<file path="src/vctrl_pkg.sv">
// Vector controller package
// Sizes, opcode and CSR constants, kind and unit codes, and the
// instruction word with its configuration and CSR views
package vctrl_pkg;

  //////////////////////
  // Sizes
  //////////////////////

  localparam int unsigned XLEN  = 32;
  localparam int unsigned VLEN  = 256;
  localparam logic [XLEN-1:0] VLENB = XLEN'(VLEN / 8);
  // Wide enough for VLENB * 8 elements
  localparam int unsigned VL_W  = 9;
  localparam int unsigned ID_W  = 4;

  // vtype field positions
  localparam int unsigned VTYPE_VILL_BIT  = 31;
  localparam int unsigned VTYPE_VSEW_LSB  = 3;
  localparam int unsigned VTYPE_VLMUL_LSB = 0;
  localparam logic [XLEN-1:0] VTYPE_RESET = XLEN'(1) << VTYPE_VILL_BIT;

  //////////////////////
  // Encodings
  //////////////////////

  localparam logic [6:0] OPC_OPV     = 7'h57;
  localparam logic [6:0] OPC_SYSTEM  = 7'h73;
  localparam logic [6:0] OPC_LOADFP  = 7'h07;
  localparam logic [6:0] OPC_STOREFP = 7'h27;

  localparam logic [2:0] F3_OPCFG = 3'b111;
  localparam logic [2:0] F3_CSRRW = 3'b001;
  localparam logic [2:0] F3_CSRRS = 3'b010;
  localparam logic [2:0] F3_CSRRC = 3'b011;

  localparam logic [5:0] F6_SLIDEUP   = 6'b001110;
  localparam logic [5:0] F6_SLIDEDOWN = 6'b001111;

  localparam logic [11:0] CSR_VSTART = 12'h008;
  localparam logic [11:0] CSR_VL     = 12'hC20;
  localparam logic [11:0] CSR_VTYPE  = 12'hC21;
  localparam logic [11:0] CSR_VLENB  = 12'hC22;

  // Instruction kind and target unit
  localparam logic [1:0] KIND_UNIT = 2'd0;
  localparam logic [1:0] KIND_CFG  = 2'd1;
  localparam logic [1:0] KIND_CSR  = 2'd2;

  localparam logic [1:0] UNIT_VFU = 2'd0;
  localparam logic [1:0] UNIT_LSU = 2'd1;
  localparam logic [1:0] UNIT_SLD = 2'd2;

  // vsew and vlmul codes
  localparam logic [2:0] EW_8     = 3'd0;
  localparam logic [2:0] EW_16    = 3'd1;
  localparam logic [2:0] EW_32    = 3'd2;
  localparam logic [2:0] LMUL_RES = 3'd4;
  localparam logic [2:0] LMUL_F8  = 3'd5;

  //////////////////////
  // Instruction word
  //////////////////////

  typedef union packed {
    struct packed {
      logic        top;
      logic [10:0] vtypei;
      logic [4:0]  rs1;
      logic [2:0]  funct3;
      logic [4:0]  rd;
      logic [6:0]  opcode;
    } cfg;
    struct packed {
      logic [11:0] addr;
      logic [4:0]  rs1;
      logic [2:0]  funct3;
      logic [4:0]  rd;
      logic [6:0]  opcode;
    } csr;
  } vctrl_instr_u;

endpackage
</file>
<file path="src/vctrl_req_if.sv">
`timescale 1ns/1ps
// Decoded request bundle
// Carries one accepted instruction from the decoder into the issue buffer
interface vctrl_req_if;

  // Strobe for one cycle when the core hands over an accepted instruction
  logic                          valid;
  logic [1:0]                    kind;
  logic [1:0]                    unit;
  // Element width of a load or store
  logic [2:0]                    eew;
  vctrl_pkg::vctrl_instr_u       instr;
  logic [vctrl_pkg::XLEN-1:0]    rs1;
  logic [vctrl_pkg::ID_W-1:0]    id;

  modport decoder_mp (
    output valid, kind, unit, eew, instr, rs1, id
  );

  modport issue_mp (
    input valid, kind, unit, eew, instr, rs1, id
  );

endinterface

</file>
<file path="src/vctrl_top.sv">
`timescale 1ns/1ps
// Vector controller top level
// Decoder, issue buffer, CSR unit and retire stage on plain core ports
module vctrl_top (
  input  logic                        clk_i,
  input  logic                        rst_i,
  input  logic                        issue_valid_i,
  output logic                        issue_ready_o,
  input  logic [vctrl_pkg::XLEN-1:0]  issue_instr_i,
  input  logic [vctrl_pkg::XLEN-1:0]  issue_rs1_i,
  input  logic [vctrl_pkg::ID_W-1:0]  issue_id_i,
  output logic                        issue_accept_o,
  output logic                        issue_writeback_o,
  input  logic                        vfu_ready_i,
  input  logic                        vlsu_ready_i,
  input  logic                        vsldu_ready_i,
  output logic                        unit_req_valid_o,
  output logic [1:0]                  unit_sel_o,
  output logic [vctrl_pkg::XLEN-1:0]  unit_instr_o,
  output logic [vctrl_pkg::ID_W-1:0]  unit_id_o,
  output logic [vctrl_pkg::VL_W-1:0]  unit_vl_o,
  output logic [vctrl_pkg::VL_W-1:0]  unit_vstart_o,
  output logic [2:0]                  unit_vsew_o,
  output logic [2:0]                  unit_vlmul_o,
  output logic                        result_valid_o,
  output logic [vctrl_pkg::ID_W-1:0]  result_id_o,
  output logic [4:0]                  result_rd_o,
  output logic [vctrl_pkg::XLEN-1:0]  result_data_o
);

  logic [vctrl_pkg::VL_W-1:0] vl, vstart;
  logic [vctrl_pkg::XLEN-1:0] vtype, pop_rs1, csr_data;
  logic                       vill, pop;
  logic [1:0]                 pop_kind;
  vctrl_pkg::vctrl_instr_u    pop_instr;
  logic [vctrl_pkg::ID_W-1:0] pop_id;

  vctrl_req_if req_if ();

  vctrl_decoder i_decoder (
    .issue_valid_i    (issue_valid_i),
    .issue_instr_i    (issue_instr_i),
    .issue_rs1_i      (issue_rs1_i),
    .issue_id_i       (issue_id_i),
    .issue_ready_i    (issue_ready_o),
    .vill_i           (vill),
    .issue_accept_o   (issue_accept_o),
    .issue_writeback_o(issue_writeback_o),
    .req              (req_if.decoder_mp)
  );

  vctrl_issue i_issue (
    .clk_i           (clk_i),
    .rst_i           (rst_i),
    .req             (req_if.issue_mp),
    .vfu_ready_i     (vfu_ready_i),
    .vlsu_ready_i    (vlsu_ready_i),
    .vsldu_ready_i   (vsldu_ready_i),
    .vl_i            (vl),
    .vstart_i        (vstart),
    .vtype_i         (vtype),
    .issue_ready_o   (issue_ready_o),
    .unit_req_valid_o(unit_req_valid_o),
    .unit_sel_o      (unit_sel_o),
    .unit_instr_o    (unit_instr_o),
    .unit_id_o       (unit_id_o),
    .unit_vl_o       (unit_vl_o),
    .unit_vstart_o   (unit_vstart_o),
    .unit_vsew_o     (unit_vsew_o),
    .unit_vlmul_o    (unit_vlmul_o),
    .pop_o           (pop),
    .pop_kind_o      (pop_kind),
    .pop_instr_o     (pop_instr),
    .pop_rs1_o       (pop_rs1),
    .pop_id_o        (pop_id)
  );

  vctrl_csr_unit i_csr_unit (
    .clk_i        (clk_i),
    .rst_i        (rst_i),
    .pop_i        (pop),
    .pop_kind_i   (pop_kind),
    .pop_instr_i  (pop_instr),
    .pop_rs1_i    (pop_rs1),
    .vl_o         (vl),
    .vstart_o     (vstart),
    .vtype_o      (vtype),
    .vill_o       (vill),
    .result_data_o(csr_data)
  );

  vctrl_retire i_retire (
    .clk_i         (clk_i),
    .rst_i         (rst_i),
    .pop_i         (pop),
    .pop_kind_i    (pop_kind),
    .pop_instr_i   (pop_instr),
    .pop_id_i      (pop_id),
    .data_i        (csr_data),
    .result_valid_o(result_valid_o),
    .result_id_o   (result_id_o),
    .result_rd_o   (result_rd_o),
    .result_data_o (result_data_o)
  );

endmodule

</file>
<file path="src/vctrl_retire.sv">
`timescale 1ns/1ps
// Result retire
// Registers the write-back of configuration and CSR instructions and
// presents it to the core as a one-cycle pulse
module vctrl_retire (
  input  logic                        clk_i,
  input  logic                        rst_i,
  input  logic                        pop_i,
  input  logic [1:0]                  pop_kind_i,
  input  vctrl_pkg::vctrl_instr_u     pop_instr_i,
  input  logic [vctrl_pkg::ID_W-1:0]  pop_id_i,
  input  logic [vctrl_pkg::XLEN-1:0]  data_i,
  output logic                        result_valid_o,
  output logic [vctrl_pkg::ID_W-1:0]  result_id_o,
  output logic [4:0]                  result_rd_o,
  output logic [vctrl_pkg::XLEN-1:0]  result_data_o
);

  logic retire;

  // Unit operations report nothing back to the core
  assign retire = pop_i && pop_kind_i != vctrl_pkg::KIND_UNIT;

  always_ff @(posedge clk_i) begin
    if (rst_i) begin
      result_valid_o <= 1'b0;
    end else begin
      result_valid_o <= retire;
    end
  end

  always_ff @(posedge clk_i) begin
    if (retire) begin
      result_id_o   <= pop_id_i;
      result_rd_o   <= pop_instr_i.csr.rd;
      result_data_o <= data_i;
    end
  end

endmodule

</file>
<file path="src/vctrl_csr_unit.sv">
`timescale 1ns/1ps
// Vector CSR unit
// Holds vstart, vl and vtype, applies vsetvli and CSR accesses at the
// pop edge and forms the data that goes back to the core
module vctrl_csr_unit (
  input  logic                        clk_i,
  input  logic                        rst_i,
  input  logic                        pop_i,
  input  logic [1:0]                  pop_kind_i,
  input  vctrl_pkg::vctrl_instr_u     pop_instr_i,
  input  logic [vctrl_pkg::XLEN-1:0]  pop_rs1_i,
  output logic [vctrl_pkg::VL_W-1:0]  vl_o,
  output logic [vctrl_pkg::VL_W-1:0]  vstart_o,
  output logic [vctrl_pkg::XLEN-1:0]  vtype_o,
  output logic                        vill_o,
  output logic [vctrl_pkg::XLEN-1:0]  result_data_o
);

  localparam int unsigned PadW = vctrl_pkg::XLEN - vctrl_pkg::VL_W;

  logic [vctrl_pkg::VL_W-1:0] vstart_q, vstart_d, vl_q, vl_d;
  logic [vctrl_pkg::VL_W-1:0] vlmax_base, vlmax, wdata;
  logic [vctrl_pkg::XLEN-1:0] vtype_q, vtype_d, vlmax_x, csr_rdata;
  logic [2:0]                 vsew_new, vlmul_new, vsew_old, vlmul_old, frac_sh;
  logic signed [3:0]          sew_diff, lmul_diff;
  logic                       keep_vl, cfg_illegal;

  assign vsew_new  = pop_instr_i.cfg.vtypei[vctrl_pkg::VTYPE_VSEW_LSB +: 3];
  assign vlmul_new = pop_instr_i.cfg.vtypei[vctrl_pkg::VTYPE_VLMUL_LSB +: 3];
  assign vsew_old  = vtype_q[vctrl_pkg::VTYPE_VSEW_LSB +: 3];
  assign vlmul_old = vtype_q[vctrl_pkg::VTYPE_VLMUL_LSB +: 3];

  ////////////////////
  // vsetvli
  ////////////////////

  // Fractional LMUL codes 5..7 shift right by 3..1
  assign vlmax_base = vctrl_pkg::VLENB[vctrl_pkg::VL_W-1:0] >> vsew_new;
  assign frac_sh    = 3'd0 - vlmul_new;
  assign vlmax      = vlmul_new[2] ? (vlmax_base >> frac_sh) : (vlmax_base << vlmul_new[1:0]);
  assign vlmax_x    = {{PadW{1'b0}}, vlmax};

  assign keep_vl   = pop_instr_i.cfg.rs1 == 5'd0 && pop_instr_i.cfg.rd == 5'd0;
  // vlmul is a signed exponent, vsew never exceeds e32 here
  assign sew_diff  = $signed({1'b0, vsew_new}) - $signed({1'b0, vsew_old});
  assign lmul_diff = $signed({vlmul_new[2], vlmul_new}) - $signed({vlmul_old[2], vlmul_old});

  assign cfg_illegal = vsew_new > vctrl_pkg::EW_32 ||
                       vlmul_new inside {vctrl_pkg::LMUL_RES, vctrl_pkg::LMUL_F8} ||
                       (keep_vl && sew_diff != lmul_diff);

  assign wdata = pop_rs1_i[vctrl_pkg::VL_W-1:0];

  always_comb begin
    vstart_d = vstart_q;
    vl_d     = vl_q;
    vtype_d  = vtype_q;
    if (pop_i) begin
      case (pop_kind_i)
        vctrl_pkg::KIND_UNIT: vstart_d = '0;
        vctrl_pkg::KIND_CFG: begin
          if (cfg_illegal) begin
            vtype_d = vctrl_pkg::VTYPE_RESET;
            vl_d    = '0;
          end else begin
            vtype_d = {{(vctrl_pkg::XLEN-11){1'b0}}, pop_instr_i.cfg.vtypei};
            if (!keep_vl) begin
              // Strip mining when rs1 names a register, else vlmax
              if (pop_instr_i.cfg.rs1 != 5'd0 && pop_rs1_i < vlmax_x) begin
                vl_d = wdata;
              end else begin
                vl_d = vlmax;
              end
            end
          end
        end
        default: begin
          if (pop_instr_i.csr.addr == vctrl_pkg::CSR_VSTART) begin
            case (pop_instr_i.csr.funct3)
              vctrl_pkg::F3_CSRRW: vstart_d = wdata;
              vctrl_pkg::F3_CSRRS: vstart_d = vstart_q | wdata;
              vctrl_pkg::F3_CSRRC: vstart_d = vstart_q & ~wdata;
              default:             vstart_d = vstart_q;
            endcase
          end
        end
      endcase
    end
  end

  always_ff @(posedge clk_i) begin
    if (rst_i) begin
      vstart_q <= '0;
      vl_q     <= '0;
      vtype_q  <= vctrl_pkg::VTYPE_RESET;
    end else begin
      vstart_q <= vstart_d;
      vl_q     <= vl_d;
      vtype_q  <= vtype_d;
    end
  end

  ////////////////////
  // Read back
  ////////////////////

  // CSR reads see the value before this access
  always_comb begin
    case (pop_instr_i.csr.addr)
      vctrl_pkg::CSR_VSTART: csr_rdata = {{PadW{1'b0}}, vstart_q};
      vctrl_pkg::CSR_VL:     csr_rdata = {{PadW{1'b0}}, vl_q};
      vctrl_pkg::CSR_VTYPE:  csr_rdata = vtype_q;
      vctrl_pkg::CSR_VLENB:  csr_rdata = vctrl_pkg::VLENB;
      default:               csr_rdata = '0;
    endcase
    if (pop_kind_i == vctrl_pkg::KIND_CFG) begin
      result_data_o = {{PadW{1'b0}}, vl_d};
    end else if (pop_instr_i.csr.rd == 5'd0) begin
      result_data_o = '0;
    end else begin
      result_data_o = csr_rdata;
    end
  end

  assign vl_o     = vl_q;
  assign vstart_o = vstart_q;
  assign vtype_o  = vtype_q;
  assign vill_o   = vtype_q[vctrl_pkg::VTYPE_VILL_BIT];

endmodule

</file>
<file path="src/vctrl_issue.sv">
`timescale 1ns/1ps
// Request issue
// One-entry buffer that holds a unit operation until its unit is ready
// and hands configuration and CSR entries to the CSR unit at once
module vctrl_issue (
  input  logic                        clk_i,
  input  logic                        rst_i,
  vctrl_req_if.issue_mp               req,
  input  logic                        vfu_ready_i,
  input  logic                        vlsu_ready_i,
  input  logic                        vsldu_ready_i,
  input  logic [vctrl_pkg::VL_W-1:0]  vl_i,
  input  logic [vctrl_pkg::VL_W-1:0]  vstart_i,
  input  logic [vctrl_pkg::XLEN-1:0]  vtype_i,
  output logic                        issue_ready_o,
  output logic                        unit_req_valid_o,
  output logic [1:0]                  unit_sel_o,
  output logic [vctrl_pkg::XLEN-1:0]  unit_instr_o,
  output logic [vctrl_pkg::ID_W-1:0]  unit_id_o,
  output logic [vctrl_pkg::VL_W-1:0]  unit_vl_o,
  output logic [vctrl_pkg::VL_W-1:0]  unit_vstart_o,
  output logic [2:0]                  unit_vsew_o,
  output logic [2:0]                  unit_vlmul_o,
  output logic                        pop_o,
  output logic [1:0]                  pop_kind_o,
  output vctrl_pkg::vctrl_instr_u     pop_instr_o,
  output logic [vctrl_pkg::XLEN-1:0]  pop_rs1_o,
  output logic [vctrl_pkg::ID_W-1:0]  pop_id_o
);

  logic                       full_q;
  logic [1:0]                 kind_q;
  logic [1:0]                 unit_q;
  logic [2:0]                 eew_q;
  vctrl_pkg::vctrl_instr_u    instr_q;
  logic [vctrl_pkg::XLEN-1:0] rs1_q;
  logic [vctrl_pkg::ID_W-1:0] id_q;
  logic                       unit_ready;
  logic                       is_unit;
  logic                       stall;

  always_ff @(posedge clk_i) begin
    if (rst_i) begin
      full_q <= 1'b0;
    end else if (req.valid) begin
      full_q <= 1'b1;
    end else if (pop_o) begin
      full_q <= 1'b0;
    end
  end

  always_ff @(posedge clk_i) begin
    if (req.valid) begin
      kind_q  <= req.kind;
      unit_q  <= req.unit;
      eew_q   <= req.eew;
      instr_q <= req.instr;
      rs1_q   <= req.rs1;
      id_q    <= req.id;
    end
  end

  always_comb begin
    case (unit_q)
      vctrl_pkg::UNIT_LSU: unit_ready = vlsu_ready_i;
      vctrl_pkg::UNIT_SLD: unit_ready = vsldu_ready_i;
      default:             unit_ready = vfu_ready_i;
    endcase
  end

  // Only unit operations can be held back
  assign is_unit       = kind_q == vctrl_pkg::KIND_UNIT;
  assign stall         = full_q && is_unit && !unit_ready;
  assign pop_o         = full_q && !stall;
  assign issue_ready_o = !full_q || pop_o;

  ////////////////////
  // Dispatch
  ////////////////////

  assign unit_req_valid_o = pop_o && is_unit;
  assign unit_sel_o       = unit_q;
  assign unit_instr_o     = instr_q;
  assign unit_id_o        = id_q;
  assign unit_vl_o        = vl_i;
  assign unit_vstart_o    = vstart_i;
  // Loads and stores keep their own element width
  assign unit_vsew_o      = (unit_q == vctrl_pkg::UNIT_LSU) ? eew_q :
                            vtype_i[vctrl_pkg::VTYPE_VSEW_LSB +: 3];
  assign unit_vlmul_o     = vtype_i[vctrl_pkg::VTYPE_VLMUL_LSB +: 3];

  assign pop_kind_o  = kind_q;
  assign pop_instr_o = instr_q;
  assign pop_rs1_o   = rs1_q;
  assign pop_id_o    = id_q;

endmodule

</file>
<file path="src/vctrl_decoder.sv">
`timescale 1ns/1ps
// Vector instruction decoder
// Sorts an offered word into configuration, CSR access or unit operation,
// checks legality and answers accept and writeback in the same cycle
module vctrl_decoder (
  input  logic                       issue_valid_i,
  input  logic [vctrl_pkg::XLEN-1:0] issue_instr_i,
  input  logic [vctrl_pkg::XLEN-1:0] issue_rs1_i,
  input  logic [vctrl_pkg::ID_W-1:0] issue_id_i,
  input  logic                       issue_ready_i,
  input  logic                       vill_i,
  output logic                       issue_accept_o,
  output logic                       issue_writeback_o,
  vctrl_req_if.decoder_mp            req
);

  vctrl_pkg::vctrl_instr_u instr;
  logic [5:0]              funct6;
  logic                    legal;
  logic [1:0]              kind;
  logic [1:0]              unit;
  logic [2:0]              eew;

  assign instr  = issue_instr_i;
  // Same bit positions for every OP-V format
  assign funct6 = issue_instr_i[31:26];

  always_comb begin
    legal = 1'b0;
    kind  = vctrl_pkg::KIND_UNIT;
    unit  = vctrl_pkg::UNIT_VFU;
    eew   = vctrl_pkg::EW_8;
    case (instr.cfg.opcode)
      vctrl_pkg::OPC_OPV: begin
        legal = 1'b1;
        if (instr.cfg.funct3 == vctrl_pkg::F3_OPCFG && !instr.cfg.top) begin
          kind = vctrl_pkg::KIND_CFG;
        end else if (funct6 == vctrl_pkg::F6_SLIDEUP || funct6 == vctrl_pkg::F6_SLIDEDOWN) begin
          unit = vctrl_pkg::UNIT_SLD;
        end
      end
      vctrl_pkg::OPC_LOADFP, vctrl_pkg::OPC_STOREFP: begin
        legal = 1'b1;
        unit  = vctrl_pkg::UNIT_LSU;
        // Width field selects the memory element width
        case (instr.cfg.funct3)
          3'd0:    eew = vctrl_pkg::EW_8;
          3'd5:    eew = vctrl_pkg::EW_16;
          3'd6:    eew = vctrl_pkg::EW_32;
          default: legal = 1'b0;
        endcase
      end
      vctrl_pkg::OPC_SYSTEM: begin
        kind  = vctrl_pkg::KIND_CSR;
        legal = (instr.csr.funct3 inside {vctrl_pkg::F3_CSRRW, vctrl_pkg::F3_CSRRS,
                                          vctrl_pkg::F3_CSRRC}) &&
                (instr.csr.addr inside {vctrl_pkg::CSR_VSTART, vctrl_pkg::CSR_VL,
                                        vctrl_pkg::CSR_VTYPE, vctrl_pkg::CSR_VLENB});
      end
      default: legal = 1'b0;
    endcase
  end

  // Unit operations need a valid vtype
  assign issue_accept_o    = legal && (kind != vctrl_pkg::KIND_UNIT || !vill_i);
  assign issue_writeback_o = issue_accept_o && kind != vctrl_pkg::KIND_UNIT;

  assign req.valid = issue_valid_i && issue_ready_i && issue_accept_o;
  assign req.kind  = kind;
  assign req.unit  = unit;
  assign req.eew   = eew;
  assign req.instr = instr;
  assign req.rs1   = issue_rs1_i;
  assign req.id    = issue_id_i;

endmodule

</file>
<file path="config.mk">
export PLATFORM = sky130hd
export DESIGN_NAME = vctrl_top
export DESIGN_NICKNAME = d
export VERILOG_FILES = /design/src/vctrl_pkg.sv /design/src/vctrl_req_if.sv /design/src/vctrl_top.sv /design/src/vctrl_retire.sv /design/src/vctrl_csr_unit.sv /design/src/vctrl_issue.sv /design/src/vctrl_decoder.sv
export SDC_FILE = /design/constraint.sdc
export NUM_CORES = 1
export LEC_CHECK = 0
export BUFFER_PORTS_ARGS = -buffer_cell sky130_fd_sc_hd__buf_2
export CORE_MARGIN = 3
export CORE_UTILIZATION = 52
export CTS_CLUSTER_SIZE = 12
export DETAILED_ROUTE_END_ITERATION = 12
export GPL_TIMING_DRIVEN = 1
export PLACE_DENSITY = 0.81
export SLEW_MARGIN = 20
export SYNTH_ARGS = -nofsm -noshare
export SYNTH_HDL_FRONTEND = slang
export SYNTH_SLANG_ARGS = --single-unit
</file>
<file path="constraint.sdc">
create_clock -name clk_i -period 5.1 [get_ports clk_i]
set_input_delay 0.765 -clock clk_i [delete_from_list [all_inputs] [get_ports clk_i]]
set_output_delay 0.765 -clock clk_i [all_outputs]
set_load 0.05 [all_outputs]
</file>
# Word-level counts from Yosys, hierarchy flattened
# Cells that the tools add are included.
[classes] magnitude_cmp=2 muxes=25 n_bitwise=4 reduce_logical=42 n_eq_ne=29 shifts=3 addsub=3
[op_table] operator="32-bit case mux with 4 select lines" count=1
[op_table] operator="9-bit two-way mux" count=9
[op_table] operator="12-bit == test (second input constant)" count=6
[op_table] operator="32-bit by 9-bit < comparator with 1-bit output" count=1
[op_table] operator="32-bit two-way mux" count=1
[op_table] operator="9-bit case mux with 3 select lines" count=1
[op_table] operator="12-bit by 4-bit == test with 1-bit output (second input constant)" count=2
[op_table] operator="9-bit case mux with 2 select lines" count=1
[op_table] operator="3-bit == test (second input constant)" count=5
[op_table] operator="7-bit == test (second input constant)" count=2
[op_table] operator="1-bit logical AND" count=14
[op_table] operator="3-bit by 2-bit == test with 1-bit output (second input constant)" count=4
[op_table] operator="6-bit by 4-bit == test with 1-bit output (second input constant)" count=2
[op_table] operator="2-bit case mux with 2 select lines" count=3
[op_table] operator="5-bit zero test" count=2
[op_table] operator="2-bit nonzero test" count=5
[op_table] operator="9-bit AND" count=1
[op_table] operator="9-bit inverter" count=1
[op_table] operator="9-bit OR" count=1
[op_table] operator="9-bit by 2-bit left shift with 9-bit output" count=1
[op_table] operator="6-bit by 3-bit right shift with 9-bit output (first input constant)" count=1
[op_table] operator="9-bit by 3-bit right shift with 9-bit output" count=1
[op_table] operator="4-bit nonzero test" count=2
[op_table] operator="3-bit by 3-bit subtractor with 4-bit output" count=2
[op_table] operator="24 further kinds" count=39
[word_totals] ff_bits=168 elab_cells=123

# Longest topological paths before layout
[depth] word_depth=11 ltp_mapped=18 depth_no_buf=15

# Modules after synthesis
# Synthesis repeated with hierarchy kept, for this count alone.
[hier_totals] cells_unflattened=706 area_unflattened_um2=8077.7
[modules_own_cells] mod="vctrl_csr_unit" seq_area_each_um2=600.6 n_inst=1 area_each_um2=3206.8 cells_each=407
[modules_own_cells] mod="vctrl_issue" seq_area_each_um2=2272.2 n_inst=1 area_each_um2=2824.0 cells_each=148
[modules_own_cells] mod="vctrl_retire" seq_area_each_um2=1251.2 n_inst=1 area_each_um2=1272.5 cells_each=44
[modules_own_cells] mod="vctrl_decoder" seq_area_each_um2=0.0 n_inst=1 area_each_um2=774.5 cells_each=107

# Least setup slack after synthesis
# Ideal clock, no wire load.
[synth_path] path_type="input to register" from="input port issue_instr_i[14] (netlist bit)" to="register i_issue.eew_q[0], enable pin" stages=5 n_path_buf=0 t_arrival_ns=4.207 slack_ns=0.452 cell_sequence="nor4_1 o2111ai_1 o32a_1 a21oi_1 and3_1"
[synth_between] elab_chain_len=8 elab_cells_between_ends=19
[synth_lines] element="start: declaration" line_no="vctrl_top.sv:9" text="input logic [vctrl_pkg::XLEN-1:0] issue_instr_i,"
[synth_lines] element="3-bit == test" line_no="vctrl_decoder.sv:36" text="if (instr.cfg.funct3 == vctrl_pkg::F3_OPCFG && !instr.cfg.top) begin"
[synth_lines] element="1-bit logical AND" line_no="vctrl_decoder.sv:36"
[synth_lines] element="1-bit two-way mux" line_no="vctrl_decoder.sv:36"
[synth_lines] element="2-bit case mux with 2 select lines" line_no="vctrl_decoder.sv:33" text="case (instr.cfg.opcode)"
[synth_lines] element="2-bit nonzero test" line_no="vctrl_decoder.sv:65" text="assign issue_accept_o = legal && (kind != vctrl_pkg::KIND_UNIT || !vill_i);"
[synth_lines] element="1-bit logical OR" line_no="vctrl_decoder.sv:65"
[synth_lines] element="1-bit logical AND (*)" line_no="vctrl_decoder.sv:65"
[synth_lines] element="net issue_accept_o" line_no="vctrl_top.sv:12" text="output logic issue_accept_o,"
[synth_lines] element="1-bit logical AND (*)" line_no="vctrl_decoder.sv:68" text="assign req.valid = issue_valid_i && issue_ready_i && issue_accept_o;"
[synth_lines] element="net i_decoder.req.valid" line_no="vctrl_req_if.sv:17" text="output valid, kind, unit, eew, instr, rs1, id"
[synth_lines] element="end signal: assignment" line_no="vctrl_issue.sv:56" text="eew_q <= req.eew;"
[synth_lines] element="end: declaration" line_no="vctrl_issue.sv:34" text="logic [2:0] eew_q;"
# The timed path passes the listed nets; every way through them passes the cells marked *.
# A chain may end at the register's enable or synchronous reset.

# Worst setup path in the final report
[layout_path] from="register i_issue.instr_q (netlist bit i_issue.pop_instr_o[20])" to="register i_retire.result_data_o[5] (netlist bit) (data pin)"
[layout_between] elab_chain_len=11 elab_cells_between_ends=26
[layout_lines] element="start: declaration" line_no="vctrl_issue.sv:35" text="vctrl_pkg::vctrl_instr_u instr_q;"
[layout_lines] element="start signal: assignment" line_no="vctrl_issue.sv:57" text="instr_q <= req.instr;"
[layout_lines] element="1-bit by 3-bit subtractor with 3-bit output" line_no="vctrl_csr_unit.sv:39" text="assign frac_sh = 3'd0 - vlmul_new;"
[layout_lines] element="9-bit by 3-bit right shift with 9-bit output" line_no="vctrl_csr_unit.sv:40" text="assign vlmax = vlmul_new[2] ? (vlmax_base >> frac_sh) : (vlmax_base << vlmul_new[1:0]);"
[layout_lines] element="9-bit two-way mux" line_no="vctrl_csr_unit.sv:40"
[layout_lines] element="32-bit by 9-bit < comparator with 1-bit output" line_no="vctrl_csr_unit.sv:69" text="if (pop_instr_i.cfg.rs1 != 5'd0 && pop_rs1_i < vlmax_x) begin"
[layout_lines] element="1-bit logical AND" line_no="vctrl_csr_unit.sv:69"
[layout_lines] element="9-bit two-way mux" line_no="vctrl_csr_unit.sv:69"
[layout_lines] element="9-bit two-way mux" line_no="vctrl_csr_unit.sv:67" text="if (!keep_vl) begin"
[layout_lines] element="9-bit two-way mux" line_no="vctrl_csr_unit.sv:62" text="if (cfg_illegal) begin"
[layout_lines] element="9-bit two-way mux" line_no="vctrl_csr_unit.sv:59" text="case (pop_kind_i)"
[layout_lines] element="9-bit two-way mux" line_no="vctrl_csr_unit.sv:58" text="if (pop_i) begin"
[layout_lines] element="9-bit two-way mux (*)" line_no="vctrl_csr_unit.sv:116" text="if (pop_kind_i == vctrl_pkg::KIND_CFG) begin"
[layout_lines] element="net csr_data (one bit)" line_no="vctrl_top.sv:32" text="logic [vctrl_pkg::XLEN-1:0] vtype, pop_rs1, csr_data;"
[layout_lines] element="end signal: assignment" line_no="vctrl_retire.sv:36" text="result_data_o <= data_i;"
[layout_lines] element="end: declaration" line_no="vctrl_retire.sv:16" text="output logic [vctrl_pkg::XLEN-1:0] result_data_o"
# Marked as above.

==> out/results.ini <==
[flow_run]
maxCapViolations=0

[logic_synthesis]
yosysWarnings=0
yosysTopAreaCellShare_pct=47.3
synth.cell_area_mm2=0.00603
synthCells=527
ys.flop_type=edfxtp_1
yosysTopAreaCell=edfxtp_1
syn_area_per_cell_um2=11.4
synth-edff-count=95
ys_seq_area_share_pct=57.9
postSynth.asyncResetShare_pct=0
ys_seq_elements=127
synth_area_leaders=edfxtp_1 47%, dfxtp_1 11%, ha_1 4.1%
ys_types=69

[clocking]
hold_buffers=0
path_clk_slew_ps=60
clk-insertion-delay-late_ps=420
cts_max_level=4
cts_buffer_depth=2
cts_tree=yes
numCtsBuffers=17
root_buffer=clkbuf_16
postCtsSetupBuffers=0
cts_num_sinks=127
cts-resized-gates=0

[timing]
fin_crit_ps=4240
fin_setup_tns_ps=0
worst_pin_slew_ps=989
skew_ps=7.79
timing.final.crit_share_pct=83.2
drv_slew=0
rsz0062_at_grt=no
relSlewSlack_pct=34.1
whs_ps=444
setup_viol=0
finalHoldViolCount=0
fmax_mhz=236

[setup_path]
crit-reg2reg-launch=i_issue.pop_instr_o[20]
end_kind=flop
r2r_end=i_retire.result_data_o[5]
path_max_fanout=16
worstPathRequired_ps=5270
worst-setup-path-type=reg2reg
critPathArrivalTime_ps=4420
cp-start-kind=flop
reg2reg_depth=15
rrSetupSlack_ps=860

[layout]
instances_no_fill=838
drive_above_1_share_pct=29.9
nets=781
antenna_cells=0
final_util_pct=66.5
syn_to_final_growth_pct=22.1

[detailed_routing]
routedWlPerCell_um=19.3
route.detailed.drc=0
ant_nets=0
finalWirelength_mm=16.2
vias=4864
drt_iter0_drc=451
vias_per_cell=5.80
dr.pass1.iters=7

[global_routing]
grt_max_degree=75
first_global_vias=4678
grt.total_usage_pct=24.9
grt-ovfl-total=0
antenna_found_initial=0
grt_pass1_wl_mm=24.7

[die]
ios=182
dieArea_mm2=0.0129
initial_core_util_pct=54.5
coreArea_mm2=0.0111
die_x_um=114
die_h_um=114
placementRows=38

[power]
leakage_uw=0.00291
p_per_area_mw_per_mm2=309
power_uw=2280
ir_drop_mv=0.176

[outcome]
status=completed

[placement]
placed_cells=806
gp_congestion=0.953
place_hpwl_mm=11.7
io_buffers=161

[hold_path]
hold_path_depth=0
hold_class=reg2reg
holdPathEnd=i_retire.result_id_o[3]
hold_start=i_issue.pop_id_o[3]

-- placed cells by master (no fill, tap or decap), types with 5 or more instances in the layout --
cell       count
o211ai_1      11
xnor2_1        7
nand3_1       15
nor2b_1        9
conb_1        20
inv_1         20
o21ai_1       12
a21oi_1       20
nor3_1         9
dfxtp_1       32
a22o_1        10
nor2_1        51
a22oi_1       11
nor4_1        12
clkinv_2       6
edfxtp_1      95
nor3b_1        7
buf_2        161
ha_1          20
nand2_1       42
o21ai_0       16
nand4_1        6
clkbuf_16     17
o2bb2ai_1      5
-- cells in the mapped netlist, types with 2 or more instances --
| cell type | n |
|---|---|
| nand4_1 | 6 |
| edfxtp_1 | 95 |
| o211ai_1 | 11 |
| nand2b_1 | 3 |
| buf_1 | 2 |
| nor2_1 | 51 |
| o32a_1 | 2 |
| inv_1 | 20 |
| and3_1 | 4 |
| a31o_2 | 2 |
| nand3b_1 | 2 |
| clkbuf_1 | 8 |
| buf_4 | 24 |
| nor3_1 | 9 |
| a21oi_1 | 20 |
| nand2_1 | 42 |
| a22o_1 | 10 |
| xor2_1 | 3 |
| o21ai_1 | 11 |
| a2bb2o_1 | 4 |
| or4_1 | 2 |
| dfxtp_1 | 32 |
| o21ai_2 | 2 |
| a22oi_1 | 11 |
| a211oi_1 | 2 |
| nor2b_1 | 10 |
| o21ai_0 | 17 |
| a221o_1 | 2 |
| nor3b_1 | 7 |
| nand3_1 | 15 |
| xnor2_1 | 7 |
| a31oi_1 | 3 |
| mux2i_1 | 3 |
| or3_1 | 4 |
| fa_1 | 2 |
| and3b_1 | 2 |
| buf_2 | 5 |
| and2_1 | 4 |
| a31o_1 | 2 |
| ha_1 | 20 |
| o21bai_1 | 2 |
| nor4_1 | 12 |
| a21o_1 | 2 |
| o2bb2ai_1 | 5 |
-- logic make-up after synthesis --
logic type | synth area share (%)
multiplexers | 0.871
buffers and inverters | 5.60
XOR/XNOR | 1.45
other | 0.0622
adder cells (fa/ha/maj) | 4.81
flip-flops | 57.9
AO/OA/AOI/OAI | 13.3
AND/OR/NAND/NOR | 16.0
-- worst max path at each step --
stage / from / to / slack [ps] / depth (start not counted)
global placement: i_issue.pop_instr_o[20] / i_retire.result_data_o[5] / 1040 / 14
CTS: i_issue.pop_instr_o[21] / i_retire.result_data_o[5] / 900 / 15
global route: i_issue.pop_instr_o[20] / i_retire.result_data_o[5] / 420 / 15
floorplan: issue_instr_i[14] / i_issue.eew_q[0] / 450 / 5
detailed placement: i_issue.pop_instr_o[21] / i_retire.result_data_o[5] / 910 / 15
finish: i_issue.pop_instr_o[20] / i_retire.result_data_o[5] / 860 / 15
-- flip-flops by register name (all words and copies together) (netlist names), 4 cells and up --
signal                  flops
i_csr_unit.vl_o             9
i_csr_unit.vstart_o         9
i_csr_unit.vtype_o         12
i_issue.pop_id_o            4
i_issue.pop_instr_o        32
i_issue.pop_rs1_o          32
i_retire.result_data_o     12
i_retire.result_id_o        4
i_retire.result_rd_o        5
-- worst max-delay path, stage by stage (launching register included) --
cell,delay [ps]
edfxtp_1,670
inv_1,170
ha_1,510
nor3b_1,300
o21ai_1,100
a21boi_1,180
o21bai_1,80
a31o_2,260
ha_1,270
o211ai_1,80
nor3_1,130
o31ai_1,100
o21ai_2,570
mux2i_1,220
a221oi_1,270
nand2_1,80
-- per-layer routing --
layer	share of wire, %	track usage (%)	vias up
li1	-	-	2244
met1	41	33.5	2318
met2	47	39.1	269
met3	9.1	5.94	33
met4	2.8	9.94	0
met5	0	0	-
-- final cells by class --
cell class | count | area [um^2]
clock buffer | 18 | 439
fill | 852 | 3710
tap | 140 | 175
sequential | 127 | 3490
clock inverter | 14 | 87.6
multi-input combinational | 357 | 2290
inverter | 21 | 78.8
timing repair buffer | 161 | 806
-- metrics by stage --
| step | worst slack (ps) | cell area, um^2 |
|---|---|---|
| after floorplan | 452 | 6100 |
| after global placement | 1040 | 6830 |
| after detailed placement | 907 | 6840 |
| after CTS | 896 | 7370 |
| after global routing | 420 | 7370 |
| final | 855 | 7370 |
-- power breakdown --
| part | switching [uW] | total, uW | internal [uW] |
|---|---|---|---|
| combinational | 55.2 | 78.9 | 23.7 |
| clock | 463 | 1090 | 630 |
| sequential | 0.0274 | 1110 | 1110 |
Power figures use the tool's default switching activity.
